--- config.mk ---
export PLATFORM = sky130hd
export DESIGN_NAME = ps2_receiver
export DESIGN_NICKNAME = d
export VERILOG_FILES = /design/src/ps2_receiver.sv
export SDC_FILE = /design/constraint.sdc
export NUM_CORES = 1
export LEC_CHECK = 0
export BUFFER_PORTS_ARGS = -buffer_cell sky130_fd_sc_hd__buf_2
export CAP_MARGIN = 15
export CELL_PAD_IN_SITES_DETAIL_PLACEMENT = 1
export CELL_PAD_IN_SITES_GLOBAL_PLACEMENT = 1
export CORE_MARGIN = 1.5
export CORE_UTILIZATION = 41
export CTS_CLUSTER_SIZE = 24
export DETAILED_ROUTE_END_ITERATION = 7
export PLACE_DENSITY = 0.85
export SETUP_SLACK_MARGIN = 0.02
export SKIP_CTS_REPAIR_TIMING = 1
export SYNTH_ARGS = -nofsm -noshare
export SYNTH_HDL_FRONTEND = slang
export SYNTH_SLANG_ARGS = --single-unit
export TNS_END_PERCENT = 50
--- constraint.sdc ---
create_clock -name clk_i -period 2.4 [get_ports clk_i]
set_input_delay 0.36 -clock clk_i [delete_from_list [all_inputs] [get_ports clk_i]]
set_output_delay 0.36 -clock clk_i [all_outputs]
set_load 0.005 [all_outputs]
--- src/ps2_receiver.sv ---
module ps2_receiver (
	input  logic       clk_i,
	input  logic       rst_n_i,
	input  logic       ps2_clk_i,
	input  logic       ps2_dat_i,
	input  logic       stall_i,
	output logic       fall_o,
	output logic       busy_o,
	output logic [7:0] byte_o,
	output logic       valid_o
);

	logic [2:0] clk_sync;	// two sync flops plus edge history.
	logic [1:0] dat_sync;
	logic       dat_bit;
	logic [3:0] bit_idx;	// 0 waits for start, 10 is the stop bit.
	logic [9:0] shreg;	// start, data, parity.
	logic       frame_ok;

	always_ff @(posedge clk_i) begin
		if (!rst_n_i) begin
			clk_sync <= '1;
			dat_sync <= '1;
		end else begin
			clk_sync <= {clk_sync[1:0], ps2_clk_i};
			dat_sync <= {dat_sync[0], ps2_dat_i};
		end
	end

	assign fall_o  = clk_sync[2] && !clk_sync[1];
	assign dat_bit = dat_sync[1];
	assign busy_o  = (bit_idx != 4'd0);

	// odd parity over data and parity bit.
	assign frame_ok = !shreg[0] && dat_bit && (^shreg[9:1]);

	always_ff @(posedge clk_i) begin
		if (fall_o && (bit_idx != 4'd10)) begin
			shreg <= {dat_bit, shreg[9:1]};
		end
	end

	assign byte_o = shreg[8:1];

	always_ff @(posedge clk_i) begin
		if (!rst_n_i) begin
			bit_idx <= 4'd0;
			valid_o <= 1'b0;
		end else begin
			valid_o <= 1'b0;
			if (stall_i) begin
				bit_idx <= 4'd0;	// abandon partial frame.
			end else if (fall_o) begin
				if (bit_idx == 4'd0) begin
					if (!dat_bit) begin
						bit_idx <= 4'd1;
					end
				end else if (bit_idx == 4'd10) begin
					bit_idx <= 4'd0;
					valid_o <= frame_ok;	// bad frames dropped.
				end else begin
					bit_idx <= bit_idx + 4'd1;
				end
			end
		end
	end

endmodule

==> flow_summary_export.csv, run 1 <==
group,metric,value,unit
setup_path,critPathMaxFanout,6,
power_and_ir_drop,ir_worst_vdd,0.353,mV
power_and_ir_drop,pwr-share-seq,0.630,
synthesis,syn_inst,74,
floorplan,io_pins,16,
synthesis,syn_nets,82,
grt,grt_pass1_wl,2440,um
placed_design,portBuffers,15,
sta,drv_slew,0,
routing,top_layer,"met3",
clock_tree,clk_latency,0.29,ns
synthesis,yosysWarnings,0,
status,outcome,"completed",
routing,drtIter0Drc,5,
floorplan,fp-row-count,16,
sta,tns,0,ns
synthesis,postSynthAreaPerCell,11.7,um^2
floorplan,die_w,49.0,um
layout,multiInputGateArea,287,um^2
grt,grt_pass1_vias,538,
layout,final_nets,94,
setup_path,worstPathCellList,"inv_1 -> ha_1 -> nor3b_1 -> inv_1 -> buf_2",
placed_design,place_congestion,0.783,
routing,totalWireLength,1430,um
setup_path,slowest_delay,0.53,ns
power_and_ir_drop,power.density,616,nW/um^2
clock_tree,cts_root_buf,"clkbuf_4",
floorplan,dieArea,2400,um^2
sta,fin_crit_sh,0.850,
power_and_ir_drop,p_leak,0.382,nW
clock_tree,clockBufferDepth,2,
sta,layout_min_cycle_time,2.04,ns
routing,vias,531,
routing,routed_via_density,4.74,
power_and_ir_drop,power_frac_comb,0.054,
synthesis,ys_seq_area_frac,0.577,
synthesis,synth_seq_cells,20,
power_and_ir_drop,sw_frac_of_total,0.192,
routing,dr.pass1.iters,4,
clock_tree,htreeDepth,1,
grt,grt_antenna_before_repair,0,
clock_tree,cts_buffers,3,
floorplan,core,1980,um^2
floorplan,die_h,49.0,um
layout,final_common_cell,"buf_2",
setup_path,crit_buf_inv,3,
setup_path,endpoint_kind,"output port",
layout,drive_above_1_share,0.247,
synthesis,synthTopCellsByArea,"edfxtp_1 35%, dfxtp_1 23%, buf_4 6.9%",
layout,n_fill_cell,220,
setup_path,arrival,1.68,ns
setup_path,critPathMostFrequentCell,"inv_1",
clock_tree,clk_pin_slew,0.11,ns
layout,fin_util,0.482,
synthesis,synth_cell_types,22,
routing,wl_met3,44,um
layout,most-common-layout-cells,"15 x buf_2, 10 x dfxtp_1, 10 x edfxtp_1, 7 x nand2b_1",
grt,grt_overflow_total,0,
sta,fin_worst_skew,0.00335,ns
min_path,holdCritPathClass,"in -> reg",
placed_design,dpl.hpwl,1070,um
synthesis,synth.cell_area,867,um^2
setup_path,worstSetupPathType,"reg -> out",
clock_tree,cts_tree,"done",
sta,slew_headroom,0.578,
sta,hold_viol_final,0,
sta,tightestPinTransition,0.631,ns
routing,met1_length,718,um
routing,route.met2.wl,664,um
power_and_ir_drop,power_switching,113,uW
synthesis,netlist.area_leader.share,0.346,
setup_path,cp-start-kind,"flop",
grt,grt.total_usage,0.133,
layout,diodes,0,
setup_path,critical_path.slowest_cell,"nor3b_1",
grt,grt_max_degree,12,
job,cap_violations,0,
layout,syn2layout_area_growth,10.1,%
power_and_ir_drop,internal_power,475,uW
floorplan,start_util,0.438,
sta,setup_viol_count_final,0,
setup_path,path_delay_family,"simple AND/OR/NAND/NOR gates",
clock_tree,cts_sinks,20,
sta,fmax,0.490,GHz
synthesis,synth_top_cell_by_area,"edfxtp_1",
routing,post_drt_wl_per_cell,12.7,um
power_and_ir_drop,clockPowerShare,0.316,
routing,route.detailed.drc,0,
sta,rsz0062_at_grt,"false",
routing,postRouteAntennaNets,0,
layout,seqCellArea,500,um^2
setup_path,critPathRequiredTime,2.04,ns
[cell families after synthesis]
kind of cell | synth area share
flops | 0.577
buf+inv | 0.0923
compound gates | 0.0491
simple gates | 0.152
fa+ha+maj | 0.0433
xor+xnor | 0.0866
[synth_stat cells, drive strengths merged]
| master | instances |
|---|---|
| inv | 4 |
| dfxtp | 10 |
| o32a | 1 |
| a31oi | 1 |
| nand2b | 7 |
| and3b | 1 |
| xnor3 | 1 |
| clkbuf | 1 |
| nor3 | 2 |
| nor3b | 1 |
| xnor2 | 6 |
| buf | 8 |
| edfxtp | 10 |
| ha | 3 |
| nand3 | 1 |
| nor2 | 6 |
| nand4b | 1 |
| a21oi | 3 |
| or4 | 1 |
| nand2 | 3 |
| nand4 | 1 |
| o21ai | 2 |
[power by group through the flow]
stage          Combinational [mW]  Clock (mW)  Sequential, mW
6_report                   0.0318       0.185           0.370
5_1_grt                    0.0348       0.207           0.372
4_1_cts                    0.0319       0.195           0.371
3_5_place_dp               0.0319           0           0.378
3_3_place_gp               0.0308           0           0.378
2_1_floorplan              0.0241           0           0.377
[state kept, by name, summed over array words and instances, names as in the netlist]
register and count:
shreg 10, dat_sync 2, bit_idx 4, clk_sync 3
valid_o 1
[metal layers]
metal / up-vias / global-route usage
met5: - / 0
met4: 0 / 0.0286
met3: 0 / 0.0368
met2: 12 / 0.228
met1: 254 / 0.168
li1: 265 / -
[final timing paths]
path                    start          end  slack [ns]  cells after the start
setup reg to reg   bit_idx[0]   bit_idx[2]        0.74                      5
hold / removal      ps2_dat_i  dat_sync[0]        0.25                      2
setup / recovery   bit_idx[0]       busy_o        0.36                      5
hold reg to reg   dat_sync[0]  dat_sync[1]        0.42                      1
[metrics by stage]
stage	hold WS, ns	setup slack (ns)	cells	area [um^2]	power [mW]
2_1_floorplan	0.386	0.637	74	867	0.401
3_3_place_gp	0.391	0.798	108	918	0.408
3_5_place_dp	0.401	0.689	108	918	0.410
4_1_cts	0.240	0.344	112	955	0.598
5_1_grt	0.244	0.206	112	955	0.613
6_report	0.250	0.361	112	955	0.588
[layout make-up]
type,count,share of cell area
repair buffers,16,0.0865
well taps,27,0.0354
inverters,4,0.0157
flip-flops and latches,20,0.524
multi-input cells,41,0.300
clock buffers,4,0.0380
Power figures use the tool's default switching activity.
==> run 2, diff against run 1 <==
ABC_AREA = 1   (was default)
CORE_UTILIZATION = 40   (was 41)
PLACE_DENSITY = 0.86   (was 0.85)
clock period = 2 ns   (was 2.4 ns; I/O delays follow)
==> flow_summary_export.csv, run 2 <==
group,metric,value,unit
layout,final_common_cell,"nand2_1",
setup_path,critPathMaxFanout,4,
sta,setup_ws,0.417,ns
routing,totalWireLength,1950,um
min_path,hp-start,"rst_n_i",
placed_design,dp.cells,156,
synthesis,async_reset_ff_frac,0,
layout,diodes,0,
sta,tightestPinTransition,0.227,ns
synthesis,synth_top_cell_by_area,"edfxtp_1",
sta,setup_viol_count_final,0,
routing,route.detailed.drc,0,
layout,drive_above_1_share,0.227,
floorplan,die_h,53.2,um
routing,postRouteAntennaNets,0,
power_and_ir_drop,p_leak,0.533,nW
power_and_ir_drop,power.total,679,uW
setup_path,worstPathCellList,"inv_1 -> ha_1 -> nand3_1 -> buf_2",
synthesis,netlist.area_leader.share,0.299,
synthesis,yosysMostFrequentCell,"nand2_1",
power_and_ir_drop,power.density,624,nW/um^2
sta,layout_min_cycle_time,1.58,ns
setup_path,r2r-start,"bit_idx[0]",
clock_tree,cts_sinks,20,
synthesis,synthTopCellsByArea,"edfxtp_1 30%, dfxtp_1 20%, nand2_1 16%",
power_and_ir_drop,ir_worst_vdd,0.479,mV
layout,top_regs,"shreg: 10 flops, bit_idx: 4 flops, clk_sync: 3 flops",
synthesis,yosysWarnings,0,
floorplan,die_w,53.2,um
synthesis,syn_inst,120,
layout,most-common-layout-cells,"43 x nand2_1, 17 x inv_1, 15 x buf_2, 10 x dfxtp_1, 10 x edfxtp_1",
placed_design,post-place-ws,0.501,ns
placed_design,placed_cell_area,1060,um^2
clock_tree,clk_pin_slew,0.09,ns
sta,fin_worst_skew,0.00972,ns
sta,hold_viol_final,0,
synthesis,synth.cell_area,1010,um^2
setup_path,slowest_delay,0.37,ns
floorplan,core,2300,um^2
setup_path,cp-start-kind,"flop",
clock_tree,clk_latency,0.30,ns
synthesis,ys.flop_type,"edfxtp_1",
sta,fmax,0.632,GHz
clock_tree,htreeDepth,1,
grt,grt_pass1_vias,766,
setup_path,critical_path.slowest_cell,"dfxtp_1",
sta,tns,0,ns
min_path,min_to,"clk_sync[2]",
synthesis,synth_common_cells,"43 x nand2_1, 17 x inv_1, 10 x dfxtp_1, 10 x edfxtp_1, 8 x buf_4",
layout,syn2layout_area_growth,8.33,%
grt,grt_pass1_wl,3280,um
routing,drtIter0Drc,0,
setup_path,reg2reg_slack,0.49,ns
sta,fin_crit_sh,0.792,
layout,fin_cells,160,
layout,final_nets,141,
grt,grt.total_usage,0.174,
sta,rsz0062_at_grt,"false",
synthesis,synth_seq_cells,20,
placed_design,place_congestion,0.729,
grt,grt_antenna_before_repair,0,
setup_path,critPathRequiredTime,1.70,ns
min_path,min_path_cells,2,
routing,routed_via_density,4.70,
floorplan,dieArea,2820,um^2
synthesis,synth_edf_count,10,
setup_path,reg2reg_depth,6,
placed_design,dpl.hpwl,1590,um
job,cap_violations,0,
clock_tree,cts_root_buf,"clkbuf_4",
clock_tree,clockBufferDepth,2,
setup_path,endpoint_kind,"output port",
synthesis,synth_cell_types,19,
clock_tree,cts_tree,"done",
layout,final_area,1090,um^2
status,outcome,"completed",
grt,grt_max_degree,12,
floorplan,io_pins,16,
layout,largest_reg_flops,10,
layout,fin_util,0.474,
routing,vias,752,
sta,drv_slew,0,
grt,grt_overflow_total,0,
floorplan,start_util,0.438,
layout,top_register,"shreg",
synthesis,syn_nets,128,
synthesis,postSynthAreaPerCell,8.38,um^2
routing,dr.pass1.iters,1,
setup_path,worstReg2RegEnd,"bit_idx[3]",
setup_path,arrival,1.28,ns
clock_tree,cts_buffers,3,
setup_path,worstSetupPathType,"reg -> out",
min_path,holdCritPathClass,"in -> reg",
synthesis,ys_seq_area_frac,0.498,
floorplan,fp-row-count,17,
placed_design,portBuffers,15,
routing,post_drt_wl_per_cell,12.2,um
sta,timing.hold.ws,0.174,ns
sta,slew_headroom,0.848,
==> run 2: changes by cell type after synthesis, sizes merged, moves of 4 or more <==
cell,change
inv,+15
nand2,+41
nand3,+5
xnor2,-6
or2,+4
nand2b,-7
==> run 2: how the worst max path moves through the flow <==
stage,start,to,slack (ns),cells past startpoint
6_report,bit_idx[0],busy_o,0.42,4
5_1_grt,bit_idx[0],busy_o,0.27,4
4_1_cts,bit_idx[0],busy_o,0.39,4
3_5_place_dp,bit_idx[0],bit_idx[3],0.50,6
3_3_place_gp,bit_idx[0],shreg[7],0.60,4
2_1_floorplan,bit_idx[0],shreg[0],0.52,3
==> run 2: report_power, final <==
| group | switching [mW] | leakage, nW | internal, mW |
|---|---|---|---|
| Clock | 0.115 | 0.0150 | 0.0778 |
| Combinational | 0.0245 | 0.345 | 0.0171 |
| Sequential | 0.00649 | 0.173 | 0.439 |
| Total | 0.146 | 0.533 | 0.533 |
==> run 2: logic make-up (layout without fill, tap and decap cells) <==
family,Yosys count,count (layout),share of synthesized area
adders and majority gates,3,3,0.0373
AOI/OAI and AO/OA,7,7,0.0448
DFF,20,20,0.498
buffers and inverters,27,39,0.131
xor gates and xnor gates,2,2,0.0174
and+or+nand+nor,61,61,0.272
==> run 2: area by class of cell <==
cell class | count | area, um^2
Timing Repair Buffer | 16 | 82.6
Clock buffer | 4 | 26.3
Fill cell | 282 | 1210
Multi-Input combinational cell | 73 | 374
Inverter | 19 | 71.3
Sequential cell | 20 | 500
Tap cell | 28 | 35.0
==> run 2: critical path, delay by kind of cell (launching register included) <==
kind / cells / cell delay [ns]
adders and majority gates: 1 / 0.23
buffers and inverters: 2 / 0.23
DFF: 1 / 0.37
and+or+nand+nor: 1 / 0.16
==> run 2: layer usage <==
layer | GRT usage | routed length (um) | part of all wire | vias up
li1 | - | - | - | 390
met1 | 0.175 | 765 | 0.39 | 344
met2 | 0.313 | 1060 | 0.54 | 13
met3 | 0.0678 | 86 | 0.044 | 5
met4 | 0.0769 | 43 | 0.022 | 0
met5 | 0 | 0 | 0 | -
==> run 3, diff against run 2 <==
ABC_AREA = 0   (was 1)
CORE_UTILIZATION = 37   (was 40)
PLACE_DENSITY = 0.81   (was 0.86)
clock period = 1.35 ns   (was 2 ns; I/O delays follow)
==> flow_summary_export.csv, run 3 (synthesis gave the netlist of run 1 again) <==
group,metric,value,unit
setup_path,endpoint_kind,"output port",
routing,totalWireLength,1610,um
floorplan,start_util,0.392,
clock_tree,cts_sinks,20,
min_path,min_to,"dat_sync[0]",
power_and_ir_drop,pwr-share-seq,0.541,
sta,fin_crit_sh,1.12,
sta,timing.hold.ws,0.0678,ns
layout,diodes,0,
clock_tree,clockBufferDepth,2,
floorplan,die_h,51.4,um
setup_path,critPathRequiredTime,1.15,ns
power_and_ir_drop,sw_frac_of_total,0.187,
power_and_ir_drop,power.density,1080,nW/um^2
clock_tree,cts_root_buf,"clkbuf_4",
sta,slew_headroom,0.818,
grt,top_usage_layer,"met2",
grt,grt.total_usage,0.135,
sta,fin_worst_skew,0.00108,ns
placed_design,dpl.hpwl,1170,um
placed_design,portBuffers,15,
power_and_ir_drop,internal_power,989,uW
min_path,hp-start,"ps2_dat_i",
routing,drtIter0Drc,2,
sta,setup_ws,-0.156,ns
grt,gr-usage-met2,0.214,
sta,layout_min_cycle_time,1.51,ns
grt,grt_antenna_before_repair,0,
floorplan,die_w,51.4,um
floorplan,fp-row-count,17,
setup_path,r2r-start,"bit_idx[1]",
sta,tns,-0.334,ns
routing,post_drt_wl_per_cell,13.2,um
layout,n_fill_cell,236,
layout,most-common-layout-cells,"14 x buf_2, 10 x edfxtp_1, 8 x dfxtp_1, 8 x buf_4",
sta,fmax,0.664,GHz
layout,top_register,"shreg",
grt,use_met1,0.159,
clock_tree,cts_tree,"done",
layout,final_nets,103,
layout,syn2layout_area_growth,29.4,%
routing,vias,585,
sta,hold_viol_final,0,
routing,routed_via_density,4.80,
setup_path,worstSetupPathType,"reg -> out",
grt,grt_overflow_total,0,
status,outcome,"complete, but fails checks",
min_path,min_path_cells,2,
min_path,holdCritPathClass,"in -> reg",
sta,drv_slew,0,
layout,drive_above_1_share,0.479,
clock_tree,clk_latency,0.30,ns
sta,rsz0062_at_grt,"true",
power_and_ir_drop,ir_worst_vdd,0.531,mV
clock_tree,clk_pin_slew,0.11,ns
power_and_ir_drop,power_switching,228,uW
placed_design,place_congestion,0.683,
setup_path,arrival,1.30,ns
layout,fin_util,0.507,
grt,grt_pass1_wl,2570,um
grt,grt_pass1_vias,599,
setup_path,cp-start-kind,"flop",
sta,setup_viol_count_final,4,
floorplan,core,2210,um^2
setup_path,reg2reg_slack,-0.09,ns
clock_tree,htreeDepth,1,
grt,grt_max_degree,13,
setup_path,reg2reg_depth,5,
layout,final_common_cell,"buf_2",
floorplan,dieArea,2640,um^2
grt,met3_usage,0.0351,
job,cap_violations,0,
sta,tightestPinTransition,0.272,ns
setup_path,critPathMaxFanout,3,
routing,postRouteAntennaNets,0,
routing,route.detailed.drc,0,
setup_path,worstReg2RegEnd,"bit_idx[2]",
power_and_ir_drop,power_frac_comb,0.056,
layout,top_regs,"shreg: 10 flops, bit_idx: 4 flops, clk_sync: 3 flops",
power_and_ir_drop,p_leak,0.456,nW
status,violations,"setup timing",
clock_tree,cts_buffers,3,
floorplan,io_pins,16,
layout,largest_reg_flops,10,
power_and_ir_drop,clockPowerShare,0.402,
routing,dr.pass1.iters,3,
==> run 3: cell types whose count changed in the layout (fill, tap and decap cells not counted), moves of 4 or more <==
cell / before / now
nand2_1: 43 / 3
buf_4: 1 / 8
nand3_1: 5 / 1
xnor2_1: 0 / 6
a21oi_1: 5 / 1
or2_2: 4 / 0
nand2b_1: 0 / 6
inv_1: 17 / 1
==> run 3: stage by stage <==
step | cell area (um^2) | std cells | total power, mW | setup slack, ns
finish | 1120 | 122 | 1.22 | -0.156
global route | 1120 | 122 | 1.27 | -0.224
CTS | 1050 | 120 | 1.22 | -0.236
detailed placement | 996 | 116 | 0.734 | -0.120
global placement | 996 | 116 | 0.731 | -0.0175
floorplan | 900 | 74 | 0.714 | -0.0727
==> run 3: worst max-delay path by stage <==
stage / from / endpoint / slack [ns] / cells after the start
floorplan: bit_idx[0] / bit_idx[2] / -0.07 / 6
global placement: bit_idx[0] / bit_idx[2] / -0.02 / 5
detailed placement: bit_idx[1] / bit_idx[2] / -0.12 / 5
CTS: bit_idx[1] / busy_o / -0.24 / 6
global route: bit_idx[1] / busy_o / -0.22 / 6
finish: bit_idx[1] / busy_o / -0.16 / 6
==> run 3: metal layers <==
layer	wire length, um	share of wire
met5	0	0
met4	37	0.023
met3	60	0.037
met2	836	0.52
met1	671	0.42
==> run 3: power by group through the flow <==
stage          Clock (mW)  Combinational (mW)  Sequential (mW)
2_1_floorplan           0              0.0444            0.669
3_3_place_gp            0              0.0597            0.671
3_5_place_dp            0              0.0618            0.672
4_1_cts             0.498              0.0624            0.658
5_1_grt             0.532              0.0762            0.661
6_report            0.490              0.0687            0.659
==> run 3: critical path, cell delays in order (launching register included) <==
cell	delay (ns)
dfxtp_2	0.36
inv_2	0.08
ha_4	0.12
nor3b_4	0.19
buf_6	0.13
inv_2	0.03
buf_6	0.10
==> run 3: area by class of cell <==
class                      instances  area (um^2)  share of cell area
sequential                        20          503               0.448
multi-input combinational         41          344               0.307
timing repair buffer              25          173               0.154
tap                               28         35.0              0.0312
clock inverter                     1         30.0              0.0268
clock buffer                       3         22.5              0.0201
inverter                           4         15.0              0.0134
